## src/source/ptw_defines.svh

```systemverilog
// width macros for the Sv32 page-table walker
// address, PPN, VPN segment, level count, ASID and cache split

`ifndef PTW_DEFINES_SVH
`define PTW_DEFINES_SVH

// data width of the core and of one PTE
`define PTW_XLEN 32

// physical address width
`define PTW_PLEN 34
// physical page number width
`define PTW_PPNW 22

// one VPN segment indexes 1024 PTEs of 4 bytes
`define PTW_VPN_SEG 10
`define PTW_PG_OFFS 12
// two levels, root first
`define PTW_LEVELS 2

`define PTW_ASIDW 9

// index and tag together cover the physical address
`define PTW_IDX_W 12
`define PTW_TAG_W 22

`endif

```

## src/source/ptw_mem_pkg.sv

```systemverilog
// request and response structs of the walker's data-cache port
// single outstanding read, no write path

`default_nettype none

`include "ptw_defines.svh"

package ptw_mem_pkg;

  // ----------------------------------------
  // walker to cache
  // ----------------------------------------
  // tag follows index by one cycle
  typedef struct packed {
    logic                   req;
    logic [`PTW_IDX_W-1:0]  index;
    logic [`PTW_TAG_W-1:0]  tag;
    logic                   tag_valid;
  } mem_req_t;

  // ----------------------------------------
  // cache to walker
  // ----------------------------------------
  // one rvalid per granted request
  typedef struct packed {
    logic                   gnt;
    logic                   rvalid;
    logic [`PTW_XLEN-1:0]   rdata;
  } mem_rsp_t;

endpackage

`default_nettype wire

```

## src/source/ptw_pte_pkg.sv

```systemverilog
// Sv32 PTE layout, virtual address split, TLB update word
// and the page-table level index

`default_nettype none

`include "ptw_defines.svh"

package ptw_pte_pkg;

  // level 0 is the root table
  typedef logic [$clog2(`PTW_LEVELS)-1:0] level_t;

  // ----------------------------------------
  // page table entry
  // ----------------------------------------
  typedef struct packed {
    logic [`PTW_PPNW-1:0] ppn;
    // reserved for supervisor software
    logic [1:0]           rsw;
    logic                 d;
    logic                 a;
    logic                 g;
    logic                 u;
    logic                 x;
    logic                 w;
    logic                 r;
    logic                 v;
  } pte_t;

  // virtual address as seen by the walk
  typedef struct packed {
    logic [`PTW_VPN_SEG-1:0] vpn1;
    logic [`PTW_VPN_SEG-1:0] vpn0;
    logic [`PTW_PG_OFFS-1:0] offset;
  } vaddr_t;

  // ----------------------------------------
  // shared TLB refill
  // ----------------------------------------
  typedef struct packed {
    logic                        valid;
    // 4 MiB mapping found at the root
    logic                        is_superpage;
    logic [2*`PTW_VPN_SEG-1:0]   vpn;
    logic [`PTW_ASIDW-1:0]       asid;
    // leaf PTE, g widened over the whole walk
    pte_t                        content;
  } tlb_update_t;

endpackage

`default_nettype wire

```

## src/source/ptw_level_ctr.sv

```systemverilog
// page-table level counter
// restarts at the root and flags the last level

`default_nettype none

`include "ptw_defines.svh"

module ptw_level_ctr (
  input  wire logic                clk_i,
  input  wire logic                rst_ni,
  input  wire logic                start_i,
  input  wire logic                descend_i,
  output ptw_pte_pkg::level_t      level_o,
  output logic                     at_last_o
);

  import ptw_pte_pkg::*;

  level_t level_q;

  // start wins, a new walk always begins at the root
  always_ff @(posedge clk_i or negedge rst_ni) begin
    if (!rst_ni) begin
      level_q <= '0;
    end else if (start_i) begin
      level_q <= '0;
    end else if (descend_i) begin
      level_q <= level_q + 1'b1;
    end
  end

  assign level_o   = level_q;
  // leaf table reached, no pointer may follow
  assign at_last_o = (level_q == level_t'(`PTW_LEVELS - 1));

  // the FSM must turn a pointer at the last level into a fault
  a_no_descend_at_last: assert property (
    @(posedge clk_i) disable iff (!rst_ni)
    descend_i |-> !at_last_o
  );

endmodule

`default_nettype wire

```

## src/source/ptw_pte_check.sv

```systemverilog
// classification of the fetched PTE
// validity, leaf or pointer, permission and superpage alignment

`default_nettype none

`include "ptw_defines.svh"

module ptw_pte_check (
  input  ptw_pte_pkg::pte_t    pte_i,
  input  ptw_pte_pkg::level_t  level_i,
  input  wire logic            at_last_i,
  input  wire logic            is_instr_i,
  input  wire logic            is_store_i,
  input  wire logic            mxr_i,
  output logic                 invalid_o,
  output logic                 is_leaf_o,
  output logic                 fault_o,
  output logic                 pointer_at_last_o
);

  logic perm_fault;
  logic store_fault;
  logic misaligned;

  // ----------------------------------------
  // encoding
  // ----------------------------------------
  // v clear, or write-only which is reserved
  assign invalid_o = !pte_i.v || (!pte_i.r && pte_i.w);

  // any of r or x marks a leaf
  assign is_leaf_o = pte_i.r || pte_i.x;

  // pointer with no table left below it
  assign pointer_at_last_o = !invalid_o && !is_leaf_o && at_last_i;

  // ----------------------------------------
  // leaf permissions
  // ----------------------------------------
  always_comb begin
    perm_fault  = 1'b0;
    store_fault = 1'b0;
    if (is_instr_i) begin
      // fetch needs execute and the accessed bit
      perm_fault = !(pte_i.x && pte_i.a);
    end else begin
      // load needs readable, or executable with MXR
      perm_fault = !(pte_i.a && (pte_i.r || (pte_i.x && mxr_i)));
      // a and d are left to software, so a clean page faults on store
      store_fault = is_store_i && !(pte_i.w && pte_i.d);
    end
  end

  // 4 MiB leaf must have its low PPN segment cleared
  assign misaligned = (level_i == '0) && (pte_i.ppn[`PTW_VPN_SEG-1:0] != '0);

  // only meaningful together with is_leaf_o
  assign fault_o = is_leaf_o && (perm_fault || store_fault || misaligned);

endmodule

`default_nettype wire

```

## src/source/ptw_walk_regs.sv

```systemverilog
// walk context registers and PTE pointer
// registered cache response and TLB update assembly

`default_nettype none

`include "ptw_defines.svh"

module ptw_walk_regs (
  input  wire logic                  clk_i,
  input  wire logic                  rst_ni,
  input  wire logic                  start_i,
  input  wire logic                  descend_i,
  input  wire logic                  tag_valid_i,
  input  wire logic                  req_i,
  input  wire logic                  update_valid_i,
  input  ptw_pte_pkg::vaddr_t        vaddr_i,
  input  wire logic [`PTW_PPNW-1:0]  satp_ppn_i,
  input  wire logic [`PTW_ASIDW-1:0] asid_i,
  input  wire logic                  itlb_req_i,
  input  ptw_pte_pkg::level_t        level_i,
  input  ptw_mem_pkg::mem_rsp_t      mem_rsp_i,
  output ptw_mem_pkg::mem_req_t      mem_req_o,
  output ptw_pte_pkg::pte_t          pte_o,
  output logic                       rvalid_o,
  output logic                       is_instr_o,
  output ptw_pte_pkg::vaddr_t        update_vaddr_o,
  output ptw_pte_pkg::tlb_update_t   tlb_update_o
);

  import ptw_pte_pkg::*;

  vaddr_t                 vaddr_q;
  logic [`PTW_ASIDW-1:0]  asid_q;
  logic [`PTW_PLEN-1:0]   pptr_q;
  logic                   is_instr_q;
  logic                   global_q;
  logic                   rvalid_q;
  logic [`PTW_XLEN-1:0]   rdata_q;
  pte_t                   pte_q;

  assign pte_q = pte_t'(rdata_q);

  // ----------------------------------------
  // walk context
  // ----------------------------------------
  always_ff @(posedge clk_i or negedge rst_ni) begin
    if (!rst_ni) begin
      is_instr_q <= 1'b0;
      global_q   <= 1'b0;
      rvalid_q   <= 1'b0;
    end else begin
      // response is used one cycle after the port
      rvalid_q <= mem_rsp_i.rvalid;
      if (start_i) begin
        is_instr_q <= itlb_req_i;
        global_q   <= 1'b0;
      end else if (descend_i) begin
        global_q   <= global_q | pte_q.g;
      end
    end
  end

  always_ff @(posedge clk_i) begin
    rdata_q <= mem_rsp_i.rdata;
    if (start_i) begin
      vaddr_q <= vaddr_i;
      asid_q  <= asid_i;
      // root table entry, word aligned
      pptr_q  <= {satp_ppn_i, vaddr_i.vpn1, 2'b00};
    end else if (descend_i) begin
      pptr_q  <= {pte_q.ppn, vaddr_q.vpn0, 2'b00};
    end
  end

  // ----------------------------------------
  // cache request and outputs
  // ----------------------------------------
  always_comb begin
    mem_req_o.req       = req_i;
    mem_req_o.index     = pptr_q[`PTW_IDX_W-1:0];
    mem_req_o.tag       = pptr_q[`PTW_IDX_W+`PTW_TAG_W-1:`PTW_IDX_W];
    mem_req_o.tag_valid = tag_valid_i;
  end

  assign pte_o          = pte_q;
  assign rvalid_o       = rvalid_q;
  assign is_instr_o     = is_instr_q;
  assign update_vaddr_o = vaddr_q;

  always_comb begin
    tlb_update_o.valid        = update_valid_i;
    tlb_update_o.is_superpage = (level_i == '0);
    tlb_update_o.vpn          = {vaddr_q.vpn1, vaddr_q.vpn0};
    tlb_update_o.asid         = asid_q;
    tlb_update_o.content      = pte_q;
    // global if any table on the way said so
    tlb_update_o.content.g    = pte_q.g | global_q;
  end

  // tag goes out only behind an accepted request
  a_tag_after_gnt: assert property (
    @(posedge clk_i) disable iff (!rst_ni)
    tag_valid_i |-> $past(req_i && mem_rsp_i.gnt)
  );

endmodule

`default_nettype wire

```

## src/source/ptw_fsm.sv

```systemverilog
// walk state machine
// miss detection, cache handshake, PTE decision and flush

`default_nettype none

`include "ptw_defines.svh"

module ptw_fsm (
  input  wire logic clk_i,
  input  wire logic rst_ni,
  input  wire logic flush_i,
  input  wire logic enable_translation_i,
  input  wire logic tlb_access_i,
  input  wire logic tlb_hit_i,
  input  wire logic gnt_i,
  input  wire logic rvalid_i,
  input  wire logic invalid_i,
  input  wire logic is_leaf_i,
  input  wire logic fault_i,
  input  wire logic pointer_at_last_i,
  output logic      start_o,
  output logic      descend_o,
  output logic      req_o,
  output logic      tag_valid_o,
  output logic      update_valid_o,
  output logic      error_o,
  output logic      miss_o,
  output logic      active_o
);

  typedef enum logic [2:0] {
    IDLE,
    WAIT_GRANT,
    PTE_LOOKUP,
    PROPAGATE_ERROR,
    WAIT_RVALID,
    LATENCY
  } state_e;

  state_e state_q;
  state_e state_d;
  logic   tag_valid_q;
  logic   tlb_miss;

  assign tlb_miss = tlb_access_i && !tlb_hit_i && enable_translation_i;

  // ----------------------------------------
  // next state
  // ----------------------------------------
  always_comb begin
    state_d        = state_q;
    start_o        = 1'b0;
    descend_o      = 1'b0;
    req_o          = 1'b0;
    update_valid_o = 1'b0;
    error_o        = 1'b0;
    miss_o         = 1'b0;
    case (state_q)
      IDLE: begin
        if (tlb_miss && !flush_i) begin
          start_o = 1'b1;
          miss_o  = 1'b1;
          state_d = WAIT_GRANT;
        end
      end
      WAIT_GRANT: begin
        // hold the request through back-pressure
        req_o = 1'b1;
        if (gnt_i) begin
          state_d = PTE_LOOKUP;
        end
      end
      PTE_LOOKUP: begin
        if (rvalid_i) begin
          if (invalid_i || (is_leaf_i && fault_i) || (!is_leaf_i && pointer_at_last_i)) begin
            state_d = PROPAGATE_ERROR;
          end else if (is_leaf_i) begin
            update_valid_o = !flush_i;
            state_d        = LATENCY;
          end else begin
            // pointer, one level down
            descend_o = !flush_i;
            state_d   = WAIT_GRANT;
          end
        end
      end
      PROPAGATE_ERROR: begin
        error_o = !flush_i;
        state_d = LATENCY;
      end
      // drain the response of a flushed walk
      WAIT_RVALID: begin
        if (rvalid_i) begin
          state_d = IDLE;
        end
      end
      LATENCY: state_d = IDLE;
      default: state_d = IDLE;
    endcase

    // a response still owed must be absorbed before the next walk
    if (flush_i) begin
      if (((state_q == PTE_LOOKUP || state_q == WAIT_RVALID) && !rvalid_i) ||
          (state_q == WAIT_GRANT && gnt_i)) begin
        state_d = WAIT_RVALID;
      end else begin
        state_d = LATENCY;
      end
    end
  end

  always_ff @(posedge clk_i or negedge rst_ni) begin
    if (!rst_ni) begin
      state_q     <= IDLE;
      tag_valid_q <= 1'b0;
    end else begin
      state_q     <= state_d;
      // tag follows the grant, even on flush
      tag_valid_q <= (state_q == WAIT_GRANT) && gnt_i;
    end
  end

  assign tag_valid_o = tag_valid_q;
  assign active_o    = (state_q != IDLE);

  // one outcome per walk, never two in a row
  a_single_outcome: assert property (
    @(posedge clk_i) disable iff (!rst_ni)
    (update_valid_o || error_o) |=> !(update_valid_o || error_o)
  );

  a_req_stable: assert property (
    @(posedge clk_i) disable iff (!rst_ni)
    (req_o && !gnt_i && !flush_i) |=> req_o
  );

endmodule

`default_nettype wire

```

## src/source/ptw_top.sv

```systemverilog
// Sv32 page-table walker top level
// FSM, level counter, PTE checker and walk registers

`default_nettype none

`include "ptw_defines.svh"

module ptw_top (
  input  wire logic                  clk_i,
  input  wire logic                  rst_ni,
  input  wire logic                  flush_i,
  input  wire logic                  enable_translation_i,
  input  wire logic                  tlb_access_i,
  input  wire logic                  tlb_hit_i,
  input  ptw_pte_pkg::vaddr_t        tlb_vaddr_i,
  input  wire logic                  itlb_req_i,
  input  wire logic                  lsu_is_store_i,
  input  wire logic [`PTW_PPNW-1:0]  satp_ppn_i,
  input  wire logic [`PTW_ASIDW-1:0] asid_i,
  input  wire logic                  mxr_i,
  input  ptw_mem_pkg::mem_rsp_t      mem_rsp_i,
  output ptw_mem_pkg::mem_req_t      mem_req_o,
  output ptw_pte_pkg::tlb_update_t   tlb_update_o,
  output ptw_pte_pkg::vaddr_t        update_vaddr_o,
  output logic                       ptw_active_o,
  output logic                       walking_instr_o,
  output logic                       ptw_error_o,
  output logic                       tlb_miss_o
);

  import ptw_pte_pkg::*;

  // FSM strobes
  logic   start;
  logic   descend;
  logic   req;
  logic   tag_valid;
  logic   update_valid;
  // registered response
  pte_t   pte_q;
  logic   rvalid_q;
  level_t level;
  logic   at_last;
  // PTE decision
  logic   invalid;
  logic   is_leaf;
  logic   fault;
  logic   pointer_at_last;

  ptw_fsm u_fsm (
    .clk_i, .rst_ni, .flush_i, .enable_translation_i, .tlb_access_i, .tlb_hit_i,
    .gnt_i             (mem_rsp_i.gnt),
    .rvalid_i          (rvalid_q),
    .invalid_i         (invalid),
    .is_leaf_i         (is_leaf),
    .fault_i           (fault),
    .pointer_at_last_i (pointer_at_last),
    .start_o           (start),
    .descend_o         (descend),
    .req_o             (req),
    .tag_valid_o       (tag_valid),
    .update_valid_o    (update_valid),
    .error_o           (ptw_error_o),
    .miss_o            (tlb_miss_o),
    .active_o          (ptw_active_o)
  );

  ptw_level_ctr u_level_ctr (
    .clk_i, .rst_ni,
    .start_i   (start),
    .descend_i (descend),
    .level_o   (level),
    .at_last_o (at_last)
  );

  ptw_pte_check u_pte_check (
    .pte_i             (pte_q),
    .level_i           (level),
    .at_last_i         (at_last),
    .is_instr_i        (walking_instr_o),
    .is_store_i        (lsu_is_store_i),
    .mxr_i             (mxr_i),
    .invalid_o         (invalid),
    .is_leaf_o         (is_leaf),
    .fault_o           (fault),
    .pointer_at_last_o (pointer_at_last)
  );

  ptw_walk_regs u_walk_regs (
    .clk_i, .rst_ni, .satp_ppn_i, .asid_i, .itlb_req_i, .mem_rsp_i, .mem_req_o,
    .start_i        (start),
    .descend_i      (descend),
    .tag_valid_i    (tag_valid),
    .req_i          (req),
    .update_valid_i (update_valid),
    .vaddr_i        (tlb_vaddr_i),
    .level_i        (level),
    .pte_o          (pte_q),
    .rvalid_o       (rvalid_q),
    .is_instr_o     (walking_instr_o),
    .update_vaddr_o (update_vaddr_o),
    .tlb_update_o   (tlb_update_o)
  );

endmodule

`default_nettype wire

```

## config.mk

```make
export PLATFORM = sky130hd
export DESIGN_NAME = ptw_top
export DESIGN_NICKNAME = d
export VERILOG_FILES = /design/src/source/ptw_mem_pkg.sv /design/src/source/ptw_pte_pkg.sv /design/src/source/ptw_level_ctr.sv /design/src/source/ptw_pte_check.sv /design/src/source/ptw_walk_regs.sv /design/src/source/ptw_fsm.sv /design/src/source/ptw_top.sv
export VERILOG_INCLUDE_DIRS = /design/src /design/src/source
export SDC_FILE = /design/constraint.sdc
export NUM_CORES = 1
export LEC_CHECK = 0
export ABC_CLOCK_PERIOD_IN_PS = 2450
export BUFFER_PORTS_ARGS = -buffer_cell sky130_fd_sc_hd__buf_4
export CORE_MARGIN = 2
export CORE_UTILIZATION = 41
export CTS_BUF_LIST = sky130_fd_sc_hd__clkbuf_2 sky130_fd_sc_hd__clkbuf_4 sky130_fd_sc_hd__clkbuf_8
export DETAILED_ROUTE_END_ITERATION = 8
export GPL_TIMING_DRIVEN = 0
export PLACE_DENSITY = 0.78
export RECOVER_POWER = 100
export SLEW_MARGIN = 20
export SYNTH_ARGS = -nofsm -noshare
export SYNTH_HDL_FRONTEND = slang
export SYNTH_SLANG_ARGS = --single-unit
export TNS_END_PERCENT = 1
```

## constraint.sdc

```tcl
create_clock -name clk_i -period 2.45 [get_ports clk_i]
set_clock_uncertainty 0.15 [all_clocks]
set_input_delay 0.49 -clock clk_i [delete_from_list [all_inputs] [get_ports clk_i]]
set_output_delay 0.49 -clock clk_i [all_outputs]
set_load 0.005 [all_outputs]
```

# [Word level (Yosys, flattened, before mapping)]
# Cells that the tools add are included.
[word_totals] reg_bits=113 inputBits=106 out_inout_bits=135 word_cells=93
[op_classes] add_sub_neg=1 n_eq_ne=8 mux=29 bitwise=2 n_reduce_logical=41
[op_table] op="$mux W34" count=2
[op_table] op="$mux W3" count=7
[op_table] op="$mux W1" count=19
[op_table] op="$logic_and A1 B1 Y1" count=17
[op_table] op="$pmux W3 S5" count=1
[op_table] op="$logic_not A1 Y1" count=10
[op_table] op="$reduce_bool A10 Y1" count=1
[op_table] op="$logic_or A1 B1 Y1" count=9
[op_table] op="$ne A3 B2 Y1 const B" count=3
[op_table] op="$eq A3 B2 Y1 const B" count=2
[op_table] op="$reduce_and A4 Y1" count=1
[op_table] op="$eq A3 B1 Y1 const B" count=1
[op_table] op="$eq A3 B3 Y1 const B" count=1
[op_table] op="$logic_not A3 Y1" count=1
[op_table] op="$ne A3 B3 Y1 const B" count=1
[op_table] op="$reduce_bool A3 Y1" count=1
[op_table] op="$reduce_bool A2 Y1" count=1
[op_table] op="$add A1 B1 Y1 const B" count=1
[op_table] op="$not A1 Y1" count=1
[op_table] op="$or A1 B1 Y1" count=1

# [Depth between registers and ports, before layout]
[depth] word_depth=16 mapped_depth=5 depth_no_buf=4

# [Hierarchy]
# Synthesis repeated with hierarchy kept, for this count alone.
[unflattened] hier_cells=267 hier_area_um2=4405.5
[modules_own_cells] module="ptw_walk_regs" n_inst=1 cells_each=207 area_per_inst_um2=3905.0 seq_area_each_um2=2907.8
[modules_own_cells] module="ptw_fsm" n_inst=1 cells_each=40 area_per_inst_um2=366.6 seq_area_each_um2=100.1
[modules_own_cells] module="ptw_pte_check" n_inst=1 cells_each=16 area_per_inst_um2=88.8 seq_area_each_um2=0.0
[modules_own_cells] module="ptw_level_ctr" n_inst=1 cells_each=4 area_per_inst_um2=45.0 seq_area_each_um2=25.0

# [Worst setup path before layout]
# Ideal clock, no wire load.
[synth_path] path_kind="in2out" start="input port tlb_hit_i" end="output port tlb_miss_o" arrival_ns=1.961 t_required_ns=1.810 path_slack_ns=-0.151 cell_stages=4 path_buffers=1 path_cell_list="and4bb_2 -> nand2_2 -> buf_6 -> inv_1"
[synth_between] elab_chain_len=6
[synth_rtl] item="start: declaration" line_no="ptw_top.sv:14" text="input wire logic tlb_hit_i,"
[synth_rtl] item="$logic_not A1 Y1" line_no="ptw_fsm.sv:45" text="assign tlb_miss = tlb_access_i && !tlb_hit_i && enable_translation_i;"
[synth_rtl] item="$logic_and A1 B1 Y1 (2 in series)" line_no="ptw_fsm.sv:45"
[synth_rtl] item="$logic_and A1 B1 Y1" line_no="ptw_fsm.sv:60" text="if (tlb_miss && !flush_i) begin"
[synth_rtl] item="$mux W1" line_no="ptw_fsm.sv:60"
[synth_rtl] item="$mux W1" line_no="ptw_fsm.sv:58" text="case (state_q)"
[synth_rtl] item="end: declaration" line_no="ptw_top.sv:28" text="output logic tlb_miss_o"
# No other way between the ends.

# [Worst setup path after layout]
[layout_path] start="register u_fsm.state_q[0]" end="output port tlb_update_o[62] (netlist name)"
[layout_between] elab_chain_len=2
[layout_rtl] item="start: declaration" line_no="ptw_fsm.sv:40" text="state_e state_q;"
[layout_rtl] item="start signal: assignment" line_no="ptw_fsm.sv:117" text="state_q <= state_d;"
[layout_rtl] item="$eq A3 B2 Y1" line_no="ptw_fsm.sv:58"
[layout_rtl] item="$mux W1" line_no="ptw_fsm.sv:58"
[layout_rtl] item="end: declaration" line_no="ptw_top.sv:23" text="output ptw_pte_pkg::tlb_update_t tlb_update_o,"
# No other way between the ends.

==> flow_summary.ini <==
[global_route]
grt_first_pass_wirelength_um = 15940
grt_max_degree = 23
grt_pass1_vias = 3232
grt-ovfl-total = 0
grt_usage_pct = 18.76
antenna_found_initial = 0

[timing]
tightestPinTransition_ns = 0.6216
finalSetupViolations = 0
hold_violations = 0
period_minus_slack_ns = 2.434
hold_ws_ns = 0.05201
postLayoutSetupSlackWorst_ns = 0.01640
max-slew-margin-rel_pct = 58.56
min_period_over_period_pct = 99.33
rsz0062_at_grt = yes
slew_viol_final = 0
fmax_mhz = 410.9

[die]
ioPinCount = 241
die_h_um = 106.3
core_um2 = 10230
dieArea_um2 = 11300
floorplan.initialDensity_pct = 41.92
die_w_um = 106.3
fp-row-count = 37

[place]
pre_cts_ws_ns = -0.6793
post-dp-hpwl_um = 7746
dp.cells = 649
routabilityCongestion = 0.7675
port_buffers = 238

[outcome]
status = finished clean

[routing]
drt_wl_total_um = 10830
routed_via_density = 4.516
wl_per_cell_um = 15.34
drt-pass1-iter-count = 6
drtIter0Drc = 88
drc_errors = 0
antenna_left = 0
dr_total_vias = 3188

[logic_synthesis]
synth.most_common_cell = edfxtp_1
synth_cells = 273
yosys-top-cells-area = edfxtp_1 51%, dfxtp_1 15%, buf_4 9.8%
ys_ff_latch = 113
yosysUniqueCellTypes = 38
yosys.area.top_type_share_pct = 51.11
yosysTopAreaCell = edfxtp_1
ys.flop_type = edfxtp_1
netlist_area_um2 = 4289
ys_top_cells_by_count = 73 x edfxtp_1, 56 x buf_4, 32 x dfxtp_1, 32 x mux2_2
ys_async_sr_fraction_pct = 7.080
synth-edff-count = 73
yosysWarnings = 0
avgSynthCellArea_um2 = 15.71
yosysSeqAreaShare_pct = 70.71

[power_and_ir_drop]
swShare_pct = 22.66
internal_power_mw = 3.681
p_sw_mw = 1.078
p_clk_share_pct = 38.8
power.leakage_nw = 3.001
p_per_area_nw_per_um2 = 688.1
power_frac_seq_pct = 46.5
finalPower_mw = 4.759
pwr-share-comb_pct = 14.7
vdd_ir_drop_max_mv = 0.4157

[setup_path]
setup.worst_path.start_class = flop
worst_ep_required_time_ns = 1.81
criticalPathCategory = flop to output port
r2r_slack_ns = 0.15
cp-end-kind = output port
critPathMaxFanout = 4
cp.arrival_ns = 1.79

[job]
cap_violations = 0

[cells_and_area]
drive_gt1_share_pct = 64.39
synthToLayoutAreaGrowth_pct = 61.23
fin_util_pct = 67.59
seqCellArea_um2 = 3038
nNetsFinal = 663
diodes = 0
fill_cells = 758
multi_input_area_um2 = 817.0
fin_cells = 706

[cts]
h-tree-depth = 4
cts_buffer_depth = 2
clock_sinks = 113
clk_latency_ns = 0.41
cts_root_buf = clkbuf_8
clk_pin_slew_ns = 0.07
cts_tree = built
cts_made_buffers = 17

[hold_path]
hold_path.class = input pin to flop
-- layout by cell type (no fill, tap or decap), types with 2 or more instances in the layout --
cell | Yosys | layout
dfxtp_2 | 0 | 2
and4bb_2 | 2 | 2
clkinv_2 | 0 | 3
mux2_2 | 32 | 32
nand2b_1 | 2 | 2
clkinv_1 | 0 | 2
nor2b_1 | 2 | 2
edfxtp_1 | 73 | 73
nand2_1 | 5 | 4
nor4_1 | 5 | 3
nor3b_1 | 3 | 2
dlygate4sd3_1 | 0 | 18
buf_6 | 4 | 3
dfrtp_2 | 0 | 2
clkbuf_8 | 0 | 17
nor4_4 | 0 | 2
o21ai_0 | 5 | 5
buf_4 | 56 | 100
clkbuf_4 | 0 | 183
a21oi_1 | 4 | 4
o211a_1 | 2 | 2
inv_1 | 8 | 7
nor2_1 | 6 | 6
dfrtp_1 | 8 | 6
clkbuf_1 | 0 | 21
bufinv_16 | 0 | 4
clkinvlp_4 | 0 | 5
conb_1 | 1 | 2
dfxtp_1 | 32 | 30
-- state kept, by name, summed over array words and instances (netlist names) --
| name | cells |
|---|---|
| u_walk_regs.tlb_update_o | 20 |
| u_walk_regs.asid_q | 9 |
| u_walk_regs.pte_o | 32 |
| u_fsm.state_q | 3 |
| u_walk_regs.global_q | 1 |
| u_walk_regs.pptr_q | 32 |
| u_fsm.tag_valid_o | 1 |
| u_level_ctr.at_last_o | 1 |
| u_walk_regs.rvalid_o | 1 |
| u_walk_regs.is_instr_o | 1 |
| u_walk_regs.update_vaddr_o | 12 |
-- logic make-up (layout without fill, tap and decap cells) --
logic type	count (synthesis)	count (layout)	synth area share (%)
AOI/OAI and AO/OA	19	19	3.209
and+or+nand+nor	39	39	5.922
other	1	2	0.08743
buffers and inverters	69	365	11.67
muxes	32	32	8.402
DFF	113	113	70.71
-- metrics by stage --
| stage | cell area [um^2] | setup TNS, ns |
|---|---|---|
| after floorplan | 4297 | 0 |
| after global placement | 6254 | -32.40 |
| after detailed placement | 6284 | -14.47 |
| after CTS | 6848 | -0.07486 |
| after global routing | 6915 | -0.03809 |
| final | 6915 | 0 |
-- worst max-delay path, cell delays in order, from the launching register on --
cell and delay, ns:
dfrtp_2 0.45, buf_6 0.13, or4b_4 0.49, nor3b_2 0.18, buf_4 0.14
-- per-layer routing --
metal | routed length (um) | global-route usage, % | vias up
met5 | 0 | 0 | -
met4 | 115 | 5.827 | 0
met3 | 1043 | 7.603 | 15
met2 | 6028 | 35.44 | 192
met1 | 3641 | 18.55 | 1478
li1 | - | - | 1503
-- worst paths after layout --
kind / from / end / depth (start not counted)
max: u_fsm.state_q[0]$_DFFE_PN0P_ / tlb_update_o[62] / 4
min: mem_rsp_i[28] / u_walk_regs.pte_o[28]$_DFF_P_ / 1
max reg2reg: u_level_ctr.at_last_o$_DFFE_PN0P_ / u_walk_regs.pptr_q[27]$_DFFE_PP_ / 5
min reg2reg: u_walk_regs.global_q$_DFFE_PN0P_ / u_walk_regs.global_q$_DFFE_PN0P_ / 2
max in group asynchronous: rst_ni / u_fsm.state_q[1]$_DFFE_PN0P_ / 2
min in group asynchronous: rst_ni / u_fsm.tag_valid_o$_DFF_PN0_ / 2
-- final cells by class --
type	count	area share, %
plain buffers	60	6.568
clock buffers	20	3.709
clock inverters	12	2.388
inverters	8	0.4885
multi-input cells	92	11.81
flip-flops and latches	113	43.93
well taps	136	2.461
repair buffers	263	28.46
repair inverters	2	0.1809
-- what timing repair did --
| action | CTS | global route |
|---|---|---|
| gates cloned | 2 | 0 |
| hold buffers | 8 | 10 |
| gates resized for setup | 9 | 8 |
| pin swaps | 3 | 6 |
| hold endpoints to repair | 15 | 10 |
| setup buffers | 3 | 3 |
| endpoints found under the setup margin | 44 | 2 |
-- power groups by stage --
stage | combinational (mW) | sequential, mW | clock, mW
2_1_floorplan | 0.318 | 2.21 | 0
3_3_place_gp | 0.626 | 2.23 | 0
4_1_cts | 0.689 | 2.20 | 1.89
6_report | 0.700 | 2.21 | 1.85
3_5_place_dp | 0.646 | 2.23 | 0
5_1_grt | 0.761 | 2.22 | 1.97
Power figures use the tool's default switching activity.
